**src/decode_cfg.svh**
```systemverilog
// decode stage configuration
`ifndef DECODE_CFG_SVH
`define DECODE_CFG_SVH

// datapath and instruction widths
`define XLEN 64
`define ILEN 32

`define DECODE_WIDTH 2 // slots per fetch bundle
`define REG_ADDR_W 5

`endif

```
**src/decode_pkg.sv**
```systemverilog
// decode stage types
`default_nettype none
`include "decode_cfg.svh"

package decode_pkg;

    // major opcodes, MISC_MEM, AMO and SYSTEM only to flag them illegal
    typedef enum logic [6:0] {
        OP_LOAD     = 7'b0000011,
        OP_MISC_MEM = 7'b0001111,
        OP_ALU_I    = 7'b0010011,
        OP_AUIPC    = 7'b0010111,
        OP_ALU_I_W  = 7'b0011011,
        OP_STORE    = 7'b0100011,
        OP_AMO      = 7'b0101111,
        OP_ALU      = 7'b0110011,
        OP_LUI      = 7'b0110111,
        OP_ALU_W    = 7'b0111011,
        OP_BRANCH   = 7'b1100011,
        OP_JALR     = 7'b1100111,
        OP_JAL      = 7'b1101111,
        OP_SYSTEM   = 7'b1110011
    } opcode_e;

    typedef enum logic [5:0] {
        ADD, SUB, SLL, SLT, SLTU, XOR, SRL, SRA, OR, AND,
        ADDW, SUBW, SLLW, SRLW, SRAW,
        MUL, MULH, MULHSU, MULHU, DIV, DIVU, REM, REMU,
        MULW, DIVW, DIVUW, REMW, REMUW,
        BEQ, BNE, BLT, BGE, BLTU, BGEU,
        LB, LH, LW, LD, LBU, LHU, LWU,
        SB, SH, SW, SD,
        JAL, JALR
    } op_e;

    typedef enum logic [2:0] {
        UNIT_ALU,
        UNIT_BRANCH,
        UNIT_MEM,
        UNIT_MUL,
        UNIT_DIV
    } unit_e;

    // mcause encodings, NONE is out of range
    typedef enum logic [3:0] {
        INSTR_ADDR_MISALIGNED = 4'h0,
        ILLEGAL_INSTR         = 4'h2,
        NONE                  = 4'hf
    } xcpt_cause_e;

    typedef struct packed {
        logic             valid;
        xcpt_cause_e      cause;
        logic [`XLEN-1:0] origin;
    } xcpt_t;

    typedef struct packed {
        logic             valid;
        logic [`XLEN-1:0] pc;
        logic [`ILEN-1:0] inst;
        xcpt_t            ex;    // raised at fetch
    } fetch_slot_t;

    typedef fetch_slot_t [`DECODE_WIDTH-1:0] fetch_bundle_t;

    typedef struct packed {
        logic                   valid;
        logic [`XLEN-1:0]       pc;
        logic [`REG_ADDR_W-1:0] rs1;
        logic [`REG_ADDR_W-1:0] rs2;
        logic [`REG_ADDR_W-1:0] rd;
        op_e                    op;
        unit_e                  unit;
        logic                   use_imm;
        logic                   use_pc;
        logic                   op_32;
        logic                   regfile_we;
        logic                   signed_op;
        logic [2:0]             mem_size;  // funct3 of the access
        logic [`XLEN-1:0]       imm;
        xcpt_t                  ex;
    } decoded_t;

    typedef struct packed {
        logic             valid;
        logic [`XLEN-1:0] target;
    } redirect_t;

    typedef decoded_t [`DECODE_WIDTH-1:0] decoded_bundle_t;

endpackage

`default_nettype wire

```
**src/decode_lane.sv**
```systemverilog
// RV64IM single slot decoder
`default_nettype none
`timescale 1ns/1ps
`include "decode_cfg.svh"

module decode_lane
    import decode_pkg::*;
(
    input  fetch_slot_t slot_i,
    output decoded_t    decoded_o,
    output redirect_t   redirect_o
);

    localparam logic [6:0] F7_BASE   = 7'b0000000;
    localparam logic [6:0] F7_ALT    = 7'b0100000;
    localparam logic [6:0] F7_MULDIV = 7'b0000001;

    opcode_e          opcode;
    logic [2:0]       funct3;
    logic [6:0]       funct7;
    logic [`XLEN-1:0] imm;
    logic [`XLEN-1:0] jal_target;
    logic             is_jal;
    logic             misaligned;
    logic             alt_ok;  // funct3 allowed with the alternate funct7
    logic             illegal;

    // alt selects SUB or SRA
    function automatic op_e alu_op(input logic [2:0] f3, input logic alt);
        case (f3)
            3'd0:    return alt ? SUB : ADD;
            3'd1:    return SLL;
            3'd2:    return SLT;
            3'd3:    return SLTU;
            3'd4:    return XOR;
            3'd5:    return alt ? SRA : SRL;
            3'd6:    return OR;
            default: return AND;
        endcase
    endfunction

    function automatic op_e aluw_op(input logic [2:0] f3, input logic alt);
        case (f3)
            3'd0:    return alt ? SUBW : ADDW;
            3'd1:    return SLLW;
            default: return alt ? SRAW : SRLW;
        endcase
    endfunction

    function automatic op_e muldiv_op(input logic [2:0] f3, input logic w);
        case (f3)
            3'd0:    return w ? MULW : MUL;
            3'd1:    return MULH;
            3'd2:    return MULHSU;
            3'd3:    return MULHU;
            3'd4:    return w ? DIVW : DIV;
            3'd5:    return w ? DIVUW : DIVU;
            3'd6:    return w ? REMW : REM;
            default: return w ? REMUW : REMU;
        endcase
    endfunction

    imm_gen imm_gen0 (
        .inst_i (slot_i.inst),
        .imm_o  (imm)
    );

    assign opcode = opcode_e'(slot_i.inst[6:0]);
    assign funct3 = slot_i.inst[14:12];
    assign funct7 = slot_i.inst[31:25];
    assign alt_ok = (funct3 == 3'd0) || (funct3 == 3'd5);

    assign is_jal     = slot_i.valid && !slot_i.ex.valid && (opcode == OP_JAL);
    assign jal_target = slot_i.pc + imm;
    assign misaligned = is_jal && (jal_target[1:0] != 2'b00);

    assign redirect_o.valid  = is_jal && !misaligned;
    assign redirect_o.target = jal_target;

    always_comb begin
        illegal              = 1'b0;
        decoded_o.valid      = slot_i.valid;
        decoded_o.pc         = slot_i.pc;
        decoded_o.rs1        = slot_i.inst[19:15];
        decoded_o.rs2        = slot_i.inst[24:20];
        decoded_o.rd         = slot_i.inst[11:7];
        decoded_o.op         = ADD;
        decoded_o.unit       = UNIT_ALU;
        decoded_o.use_imm    = 1'b0;
        decoded_o.use_pc     = 1'b0;
        decoded_o.op_32      = 1'b0;
        decoded_o.regfile_we = 1'b0;
        decoded_o.signed_op  = 1'b0;
        decoded_o.mem_size   = funct3;
        decoded_o.imm        = imm;

        if (slot_i.valid && !slot_i.ex.valid) begin
            case (opcode)
                OP_LUI: begin
                    decoded_o.regfile_we = 1'b1;
                    decoded_o.use_imm    = 1'b1;
                    decoded_o.rs1        = '0; // x0 | imm
                    decoded_o.op         = OR;
                end
                OP_AUIPC: begin
                    decoded_o.regfile_we = 1'b1;
                    decoded_o.use_imm    = 1'b1;
                    decoded_o.use_pc     = 1'b1;
                end
                OP_JAL, OP_JALR: begin
                    decoded_o.regfile_we = 1'b1; // link address
                    decoded_o.use_imm    = 1'b1;
                    decoded_o.use_pc     = 1'b1;
                    decoded_o.unit       = UNIT_BRANCH;
                    decoded_o.op         = (opcode == OP_JAL) ? JAL : JALR;
                    illegal              = (opcode == OP_JALR) && (funct3 != 3'd0);
                end
                OP_BRANCH: begin
                    decoded_o.use_imm = 1'b1;
                    decoded_o.use_pc  = 1'b1;
                    decoded_o.unit    = UNIT_BRANCH;
                    case (funct3)
                        3'd0:    decoded_o.op = BEQ;
                        3'd1:    decoded_o.op = BNE;
                        3'd4:    decoded_o.op = BLT;
                        3'd5:    decoded_o.op = BGE;
                        3'd6:    decoded_o.op = BLTU;
                        3'd7:    decoded_o.op = BGEU;
                        default: illegal = 1'b1;
                    endcase
                end
                OP_LOAD: begin
                    decoded_o.regfile_we = 1'b1;
                    decoded_o.use_imm    = 1'b1;
                    decoded_o.unit       = UNIT_MEM;
                    case (funct3)
                        3'd0:    decoded_o.op = LB;
                        3'd1:    decoded_o.op = LH;
                        3'd2:    decoded_o.op = LW;
                        3'd3:    decoded_o.op = LD;
                        3'd4:    decoded_o.op = LBU;
                        3'd5:    decoded_o.op = LHU;
                        3'd6:    decoded_o.op = LWU;
                        default: illegal = 1'b1;
                    endcase
                end
                OP_STORE: begin
                    decoded_o.use_imm = 1'b1;
                    decoded_o.unit    = UNIT_MEM;
                    case (funct3)
                        3'd0:    decoded_o.op = SB;
                        3'd1:    decoded_o.op = SH;
                        3'd2:    decoded_o.op = SW;
                        3'd3:    decoded_o.op = SD;
                        default: illegal = 1'b1;
                    endcase
                end
                OP_ALU_I: begin
                    decoded_o.regfile_we = 1'b1;
                    decoded_o.use_imm    = 1'b1;
                    decoded_o.op         = alu_op(funct3, (funct3 == 3'd5) && funct7[5]);
                    // 6-bit shamt leaves funct7[6:1] to check
                    if (funct3 == 3'd1) begin
                        illegal = (funct7[6:1] != F7_BASE[6:1]);
                    end else if (funct3 == 3'd5) begin
                        illegal = (funct7[6:1] != F7_BASE[6:1]) && (funct7[6:1] != F7_ALT[6:1]);
                    end
                end
                OP_ALU_I_W: begin
                    decoded_o.regfile_we = 1'b1;
                    decoded_o.use_imm    = 1'b1;
                    decoded_o.op_32      = 1'b1;
                    decoded_o.op         = aluw_op(funct3, (funct3 == 3'd5) && funct7[5]);
                    case (funct3)
                        3'd0:    illegal = 1'b0;
                        3'd1:    illegal = (funct7 != F7_BASE);
                        3'd5:    illegal = (funct7 != F7_BASE) && (funct7 != F7_ALT);
                        default: illegal = 1'b1;
                    endcase
                end
                OP_ALU, OP_ALU_W: begin
                    decoded_o.regfile_we = 1'b1;
                    decoded_o.op_32      = (opcode == OP_ALU_W);
                    if (funct7 == F7_MULDIV) begin
                        decoded_o.op        = muldiv_op(funct3, opcode == OP_ALU_W);
                        decoded_o.unit      = funct3[2] ? UNIT_DIV : UNIT_MUL;
                        decoded_o.signed_op = funct3[2] && !funct3[0]; // DIV and REM
                        illegal = (opcode == OP_ALU_W) && !funct3[2] && (funct3 != 3'd0);
                    end else begin
                        decoded_o.op = (opcode == OP_ALU_W) ? aluw_op(funct3, funct7[5])
                                                            : alu_op(funct3, funct7[5]);
                        if (funct7 == F7_ALT) begin
                            illegal = !alt_ok;
                        end else if (funct7 == F7_BASE) begin
                            illegal = (opcode == OP_ALU_W) && !alt_ok && (funct3 != 3'd1);
                        end else begin
                            illegal = 1'b1;
                        end
                    end
                end
                OP_MISC_MEM, OP_AMO, OP_SYSTEM: illegal = 1'b1; // not supported
                default: illegal = 1'b1;
            endcase
        end

        // misaligned jal wins over illegal
        if (slot_i.ex.valid) begin
            decoded_o.ex = slot_i.ex;
        end else if (misaligned) begin
            decoded_o.ex = '{valid: 1'b1, cause: INSTR_ADDR_MISALIGNED, origin: jal_target};
        end else if (illegal) begin
            decoded_o.ex = '{valid: 1'b1, cause: ILLEGAL_INSTR, origin: '0};
        end else begin
            decoded_o.ex = '{valid: 1'b0, cause: NONE, origin: '0};
        end
    end

endmodule

`default_nettype wire

```
**src/decode_stage.sv**
```systemverilog
// two lane decode stage
`default_nettype none
`timescale 1ns/1ps
`include "decode_cfg.svh"

module decode_stage
    import decode_pkg::*;
(
    input  logic            clk_i,
    input  logic            reset_i,
    input  logic            bundle_valid_i,
    input  fetch_bundle_t   bundle_i,
    output decoded_bundle_t decoded_o,
    output logic            decode_valid_o,
    output redirect_t       redirect_o
);

    fetch_bundle_t                 bundle_q;
    decoded_bundle_t               lane_decoded;
    redirect_t [`DECODE_WIDTH-1:0] lane_redirect;

    fetch_bundle_reg bundle_reg0 (
        .clk_i          (clk_i),
        .reset_i        (reset_i),
        .bundle_valid_i (bundle_valid_i),
        .bundle_i       (bundle_i),
        .bundle_o       (bundle_q)
    );

    for (genvar g = 0; g < `DECODE_WIDTH; g++) begin : gen_lane
        decode_lane lane (
            .slot_i     (bundle_q[g]),
            .decoded_o  (lane_decoded[g]),
            .redirect_o (lane_redirect[g])
        );
    end

    redirect_arbiter arbiter0 (
        .clk_i          (clk_i),
        .reset_i        (reset_i),
        .decoded_i      (lane_decoded),
        .redirect_req_i (lane_redirect),
        .decoded_o      (decoded_o),
        .decode_valid_o (decode_valid_o),
        .redirect_o     (redirect_o)
    );

endmodule

`default_nettype wire

```
**src/fetch_bundle_reg.sv**
```systemverilog
// fetch bundle input register
`default_nettype none
`timescale 1ns/1ps
`include "decode_cfg.svh"

module fetch_bundle_reg
    import decode_pkg::*;
(
    input  logic          clk_i,
    input  logic          reset_i,
    input  logic          bundle_valid_i,
    input  fetch_bundle_t bundle_i,
    output fetch_bundle_t bundle_o
);

    // payload taken every cycle, only the slot valids see reset
    always_ff @(posedge clk_i) begin
        for (int i = 0; i < `DECODE_WIDTH; i++) begin
            bundle_o[i] <= bundle_i[i];
            if (reset_i) begin
                bundle_o[i].valid <= 1'b0;
            end else begin
                bundle_o[i].valid <= bundle_i[i].valid & bundle_valid_i; // strobe qualified
            end
        end
    end

endmodule

`default_nettype wire

```
**src/imm_gen.sv**
```systemverilog
// immediate generator
`default_nettype none
`timescale 1ns/1ps
`include "decode_cfg.svh"

module imm_gen
    import decode_pkg::*;
(
    input  logic [`ILEN-1:0] inst_i,
    output logic [`XLEN-1:0] imm_o
);

    opcode_e          opcode;
    logic [`XLEN-1:0] imm_i;
    logic [`XLEN-1:0] imm_s;
    logic [`XLEN-1:0] imm_b;
    logic [`XLEN-1:0] imm_u;
    logic [`XLEN-1:0] imm_j;

    assign opcode = opcode_e'(inst_i[6:0]);

    assign imm_i = {{(`XLEN-12){inst_i[31]}}, inst_i[31:20]};
    assign imm_s = {{(`XLEN-12){inst_i[31]}}, inst_i[31:25], inst_i[11:7]};
    assign imm_b = {{(`XLEN-12){inst_i[31]}}, inst_i[7], inst_i[30:25], inst_i[11:8], 1'b0};
    assign imm_u = {{(`XLEN-32){inst_i[31]}}, inst_i[31:12], 12'b0};
    assign imm_j = {{(`XLEN-20){inst_i[31]}}, inst_i[19:12], inst_i[20], inst_i[30:21], 1'b0};

    always_comb begin
        case (opcode)
            OP_JALR, OP_LOAD, OP_ALU_I, OP_ALU_I_W: imm_o = imm_i;
            OP_STORE:                               imm_o = imm_s;
            OP_BRANCH:                              imm_o = imm_b;
            OP_LUI, OP_AUIPC:                       imm_o = imm_u;
            OP_JAL:                                 imm_o = imm_j;
            default:                                imm_o = '0; // R-type and unknown
        endcase
    end

endmodule

`default_nettype wire

```
**src/redirect_arbiter.sv**
```systemverilog
// jal redirect arbiter and output register
`default_nettype none
`timescale 1ns/1ps
`include "decode_cfg.svh"

module redirect_arbiter
    import decode_pkg::*;
(
    input  logic                          clk_i,
    input  logic                          reset_i,
    input  decoded_bundle_t               decoded_i,
    input  redirect_t [`DECODE_WIDTH-1:0] redirect_req_i,
    output decoded_bundle_t               decoded_o,
    output logic                          decode_valid_o,
    output redirect_t                     redirect_o
);

    decoded_bundle_t          decoded_d;
    redirect_t                redirect_d;
    logic [`DECODE_WIDTH-1:0] slot_valid;
    logic                     squash;

    // slot 0 is oldest
    always_comb begin
        squash     = 1'b0;
        redirect_d = '0;
        decoded_d  = decoded_i;
        for (int i = 0; i < `DECODE_WIDTH; i++) begin
            if (squash) begin
                decoded_d[i].valid = 1'b0; // younger than the jal
            end else if (redirect_req_i[i].valid) begin
                redirect_d = redirect_req_i[i];
                squash     = 1'b1;
            end
            slot_valid[i] = decoded_d[i].valid;
        end
    end

    always_ff @(posedge clk_i) begin
        decoded_o         <= decoded_d;
        redirect_o.target <= redirect_d.target;
        if (reset_i) begin
            for (int i = 0; i < `DECODE_WIDTH; i++) begin
                decoded_o[i].valid <= 1'b0;
            end
            decode_valid_o   <= 1'b0;
            redirect_o.valid <= 1'b0;
        end else begin
            decode_valid_o   <= |slot_valid;
            redirect_o.valid <= redirect_d.valid;
        end
    end

endmodule

`default_nettype wire

```
**config.mk**
```make
export PLATFORM = sky130hd
export DESIGN_NAME = decode_stage
export DESIGN_NICKNAME = d
export VERILOG_FILES = /design/src/decode_pkg.sv /design/src/decode_lane.sv /design/src/decode_stage.sv /design/src/fetch_bundle_reg.sv /design/src/imm_gen.sv /design/src/redirect_arbiter.sv
export VERILOG_INCLUDE_DIRS = /design/src
export SDC_FILE = /design/constraint.sdc
export NUM_CORES = 1
export LEC_CHECK = 0
export BUFFER_PORTS_ARGS = -buffer_cell sky130_fd_sc_hd__buf_2
export CAP_MARGIN = 20
export CORE_AREA = 2 2 331 333
export CTS_CLUSTER_DIAMETER = 60
export DETAILED_ROUTE_END_ITERATION = 16
export DIE_AREA = 0 0 333 335
export PLACE_DENSITY = 0.54
export RECOVER_POWER = 25
export SLEW_MARGIN = 20
export SYNTH_ARGS = -nofsm -noshare
export SYNTH_HDL_FRONTEND = slang
export SYNTH_SLANG_ARGS = --single-unit
```
**constraint.sdc**
```tcl
create_clock -name clk_i -period 5.7 [get_ports clk_i]
set_input_delay 0.285 -clock clk_i [delete_from_list [all_inputs] [get_ports clk_i]]
set_output_delay 0.285 -clock clk_i [all_outputs]
set_load 0.01 [all_outputs]
```
==> reports/metrics.csv <==
stage,metric,value,unit
status,status,"complete, no violations",
clock_tree,"Setup Fix Bufs, Post-CTS",0,
sta,crit share post-route,94.93,%
cells_and_area,cell area after layout,40480,um2
worst_setup_path,Crit. End Element,register,
power,Leak,18.62,nW
power,Clock Power Share,45.1,%
yosys,asr flop ratio synth,0,%
worst_hold_path,Hold Path Class,in -> reg,
yosys,"top cells by area, synth","dfxtp_1, a22o_1, ha_1, xnor2_1, a21oi_1",
clock_tree,total CTS buffers,91,
power,Seq pwr share,45.0,%
yosys,#FFs+latches synth,794,
clock_tree,CTS Buffer Depth,3,
detailed_routing,residual DRC count,0,
clock_tree,clk_lat worst skew,0.69,ns
global_route,largest net degree at the start of global routing,61,
yosys,Most used DFF post-synth,dfxtp_1,
run,max-cap viol count,0,
sta,Final Hold Viols,0,
place,pre-CTS setup slack,0.3655,ns
sta,RSZ-0062 raised after global routing,false,
yosys,synthesized cell area,28270,um2
yosys,yosys warns,0,
power,combinational power share,9.8,%
place,number of port buffers,860,
yosys,unique cell type count in the Yosys netlist,89,
die,Initial Utilization,26.15,%
detailed_routing,drt wl/cell,23.60,um
worst_setup_path,crit-path max cell delay,0.52,ns
yosys,Synth area leader,dfxtp_1,
cells_and_area,flip-flop and latch area,15900,um2
sta,Final Setup Violations,0,
place,Post-DP HPWL,99160,um
sta,Tightest Pin Transition,1.178,ns
detailed_routing,Pre-antenna DRT Iters,5,
clock_tree,CTS H-Tree Depth,3,
worst_setup_path,"Req. time, crit path",6.30,ns
yosys,Post-Syn Instances,2725,
detailed_routing,Via-to-Cell Ratio,4.725,
place,Final Wtd Congestion,0.9394,
yosys,most frequent cell after synthesis,dfxtp_1,
power,Net Switching,3.461,mW
yosys,syn_area_per_cell,10.37,um2
yosys,Post-synth EDFFs,0,
worst_setup_path,CP max-delay cell,a211oi_1,
clock_tree,CTS tree,done,
die,Site Rows,121,
power,Power Total,13.30,mW
die,height of the die,335,um
detailed_routing,DRT Wirelength,126900,um
sta,relative slew slack,20.93,%
cells_and_area,# fillers,10750,
global_route,vias in the first global route,24720,
worst_setup_path,Crit Path Category,reg -> reg,
yosys,sequential share of the synthesized area,56.23,%
worst_setup_path,critical-path cell list,"buf_4, a21oi_1, a2111oi_1, buf_4, and2_1, buf_4, a21o_1, ha_1, a21oi_1, o21ai_0, a21boi_0, o21ai_0, a221oi_1, a21oi_1, a211oi_1, o31ai_1, a221oi_1, xnor2_1, a22o_1",
sta,setup TNS,0,ns
yosys,post-synth top area share,56.23,%
sta,"Slew Viols, Final",0,
clock_tree,Clock Sink Count,794,
detailed_routing,post-route antenna net violation count,0,
global_route,GRT overflow,0,
global_route,first-pass GRT wire length,176300,um
cells_and_area,# nets final,4327,
power,Power Dens Cells,328.5,nW/um2
clock_tree,CTS root buffer,clkbuf_16,
place,placed cell area,33950,um2
sta,Fmax achieved,184.8,MHz
yosys,synth cell count leaders,"dfxtp_1, nand2_1, nor2_1, a21oi_1, a22o_1",
global_route,GRT Resource Usage Total,21.70,%
detailed_routing,Initial DRC Count,2026,
cells_and_area,fraction of layout cells with a size suffix above 1,28.28,%
power,sw frac,26.03,%
worst_setup_path,cell family with most CP delay,compound AO/OA/AOI/OAI gates,
worst_setup_path,crit path launch type,register,
die,Die X-Extent,333,um
cells_and_area,synth-to-layout area growth,43.20,%
die,die area,111600,um2
sta,Setup Skew,0.04601,ns
global_route,initial antenna violation count,17,
sta,slack of the critical path,0.2890,ns
die,I/O pin total,861,
power,internal power,9.837,mW
worst_setup_path,Worst Path Max Fanout,17,
sta,fin crit period,5.411,ns
detailed_routing,Vias,25410,
worst_setup_path,"Buf+Inv Stages, Crit Path",3,
clock_tree,Clock Pin Slew Worst Setup and Hold Paths,0.06,ns
die,Core ar.,108100,um2
worst_setup_path,Worst EP arrival,6.02,ns
cells_and_area,multi-input combinational cell area,11210,um2
power,Worst VDD drop,0.2356,mV
## power groups by stage
stage | clock, mW | combinational, mW | sequential (mW)
3_5_place_dp | 0 | 1.11 | 6.11
6_report | 6.00 | 1.30 | 5.99
4_1_cts | 6.13 | 1.31 | 5.99
2_1_floorplan | 0 | 0.511 | 6.07
3_3_place_gp | 0 | 1.12 | 6.11
5_1_grt | 6.35 | 1.40 | 6.01
## per-layer routing
metal | track usage [%] | part of all wire (%) | wire, um | vias up
met2 | 36.13 | 47 | 59850 | 1067
li1 | - | - | - | 12030
met5 | 0 | 0.034 | 43 | -
met3 | 4.927 | 7.3 | 9319 | 167
met4 | 5.671 | 2.2 | 2800 | 8
met1 | 28.21 | 43 | 54870 | 12140
## per-stage QoR
step	hold WS, ns	utilization, %	cells
after floorplan	0.3127	-	2726
after global placement	0.3402	31.40	4874
after detailed placement	0.3420	31.41	4874
after CTS	0.1478	37.45	5374
after global routing	0.1763	37.45	5376
final	0.2201	37.45	5377
## area by class of cell
class                           instances  area share (%)
Antenna cell                            3         0.01855
Clock inverter                         49           1.681
Sequential cell                       794           39.28
Multi-Input combinational cell       1681           27.69
Timing Repair Buffer                 1271           20.35
Clock buffer                          116           6.154
Inverter                               49          0.4544
Tap cell                             1414           4.371
## placed cells by master (no fill, tap or decap), types with 10 or more instances in the layout
master,instances
a211oi_1,19
a21o_1,78
a21oi_1,158
a221oi_1,10
a22o_1,158
a31oi_1,31
and2_1,38
buf_2,849
buf_4,74
clkbuf_1,24
clkbuf_16,91
clkbuf_8,12
clkinv_2,13
dfxtp_1,792
dlygate4sd3_1,335
ha_1,102
inv_1,47
nand2_1,203
nand2b_1,16
nand3_1,57
nand4_1,34
nor2_1,160
nor2b_1,20
nor3_1,45
nor4_1,23
o211ai_1,16
o21a_1,20
o21ai_0,100
o21ai_1,22
o21bai_1,19
o22ai_1,31
o31ai_1,12
or3_1,15
xnor2_1,90
xor2_1,39
## cell families after synthesis
| family | after synthesis | synth area share, % |
|---|---|---|
| other | 1 | 0.01327 |
| buffers and inverters | 251 | 4.320 |
| and+or+nand+nor | 664 | 11.27 |
| xor gates and xnor gates | 131 | 4.059 |
| DFF | 794 | 56.23 |
| AOI/OAI and AO/OA | 772 | 19.17 |
| muxes | 7 | 0.2523 |
| adders and majority gates | 105 | 4.692 |
## registers in the layout (all words and copies together) (netlist names)
register and cells:
bundle_reg0.bundle_o 332, arbiter0.decode_valid_o 1, arbiter0.decoded_o 396, arbiter0.redirect_o 65
## worst paths after layout
check / slack, ns / cells after the start / to / from
setup / recovery: 0.29 / 19 / arbiter0.redirect_o[56] / bundle_reg0.bundle_o[240]
hold / removal: 0.22 / 2 / bundle_reg0.bundle_o[139] / bundle_i[139]
setup reg to reg: 0.29 / 19 / arbiter0.redirect_o[56] / bundle_reg0.bundle_o[240]
hold reg to reg: 0.36 / 0 / arbiter0.decoded_o[381] / bundle_reg0.bundle_o[243]
## repair_timing
action,CTS,global route
setup endpoints to repair,0,2
hold buffers,335,0
hold endpoints to repair,335,0
resized for setup,0,1
## worst reg2reg max path, cell delays in order, from the launching register on
cell and delay, ns:
dfxtp_1 0.38, buf_4 0.24, a21oi_1 0.09, a2111oi_1 0.36
buf_4 0.25, and2_1 0.25, buf_4 0.19, a21o_1 0.14
ha_1 0.33, a21oi_1 0.25, o21ai_0 0.15, a21boi_0 0.18
o21ai_0 0.16, a221oi_1 0.46, a21oi_1 0.25, a211oi_1 0.52
o31ai_1 0.20, a221oi_1 0.36, xnor2_1 0.38, a22o_1 0.22
Note: power is estimated with default switching activity, not from simulation.
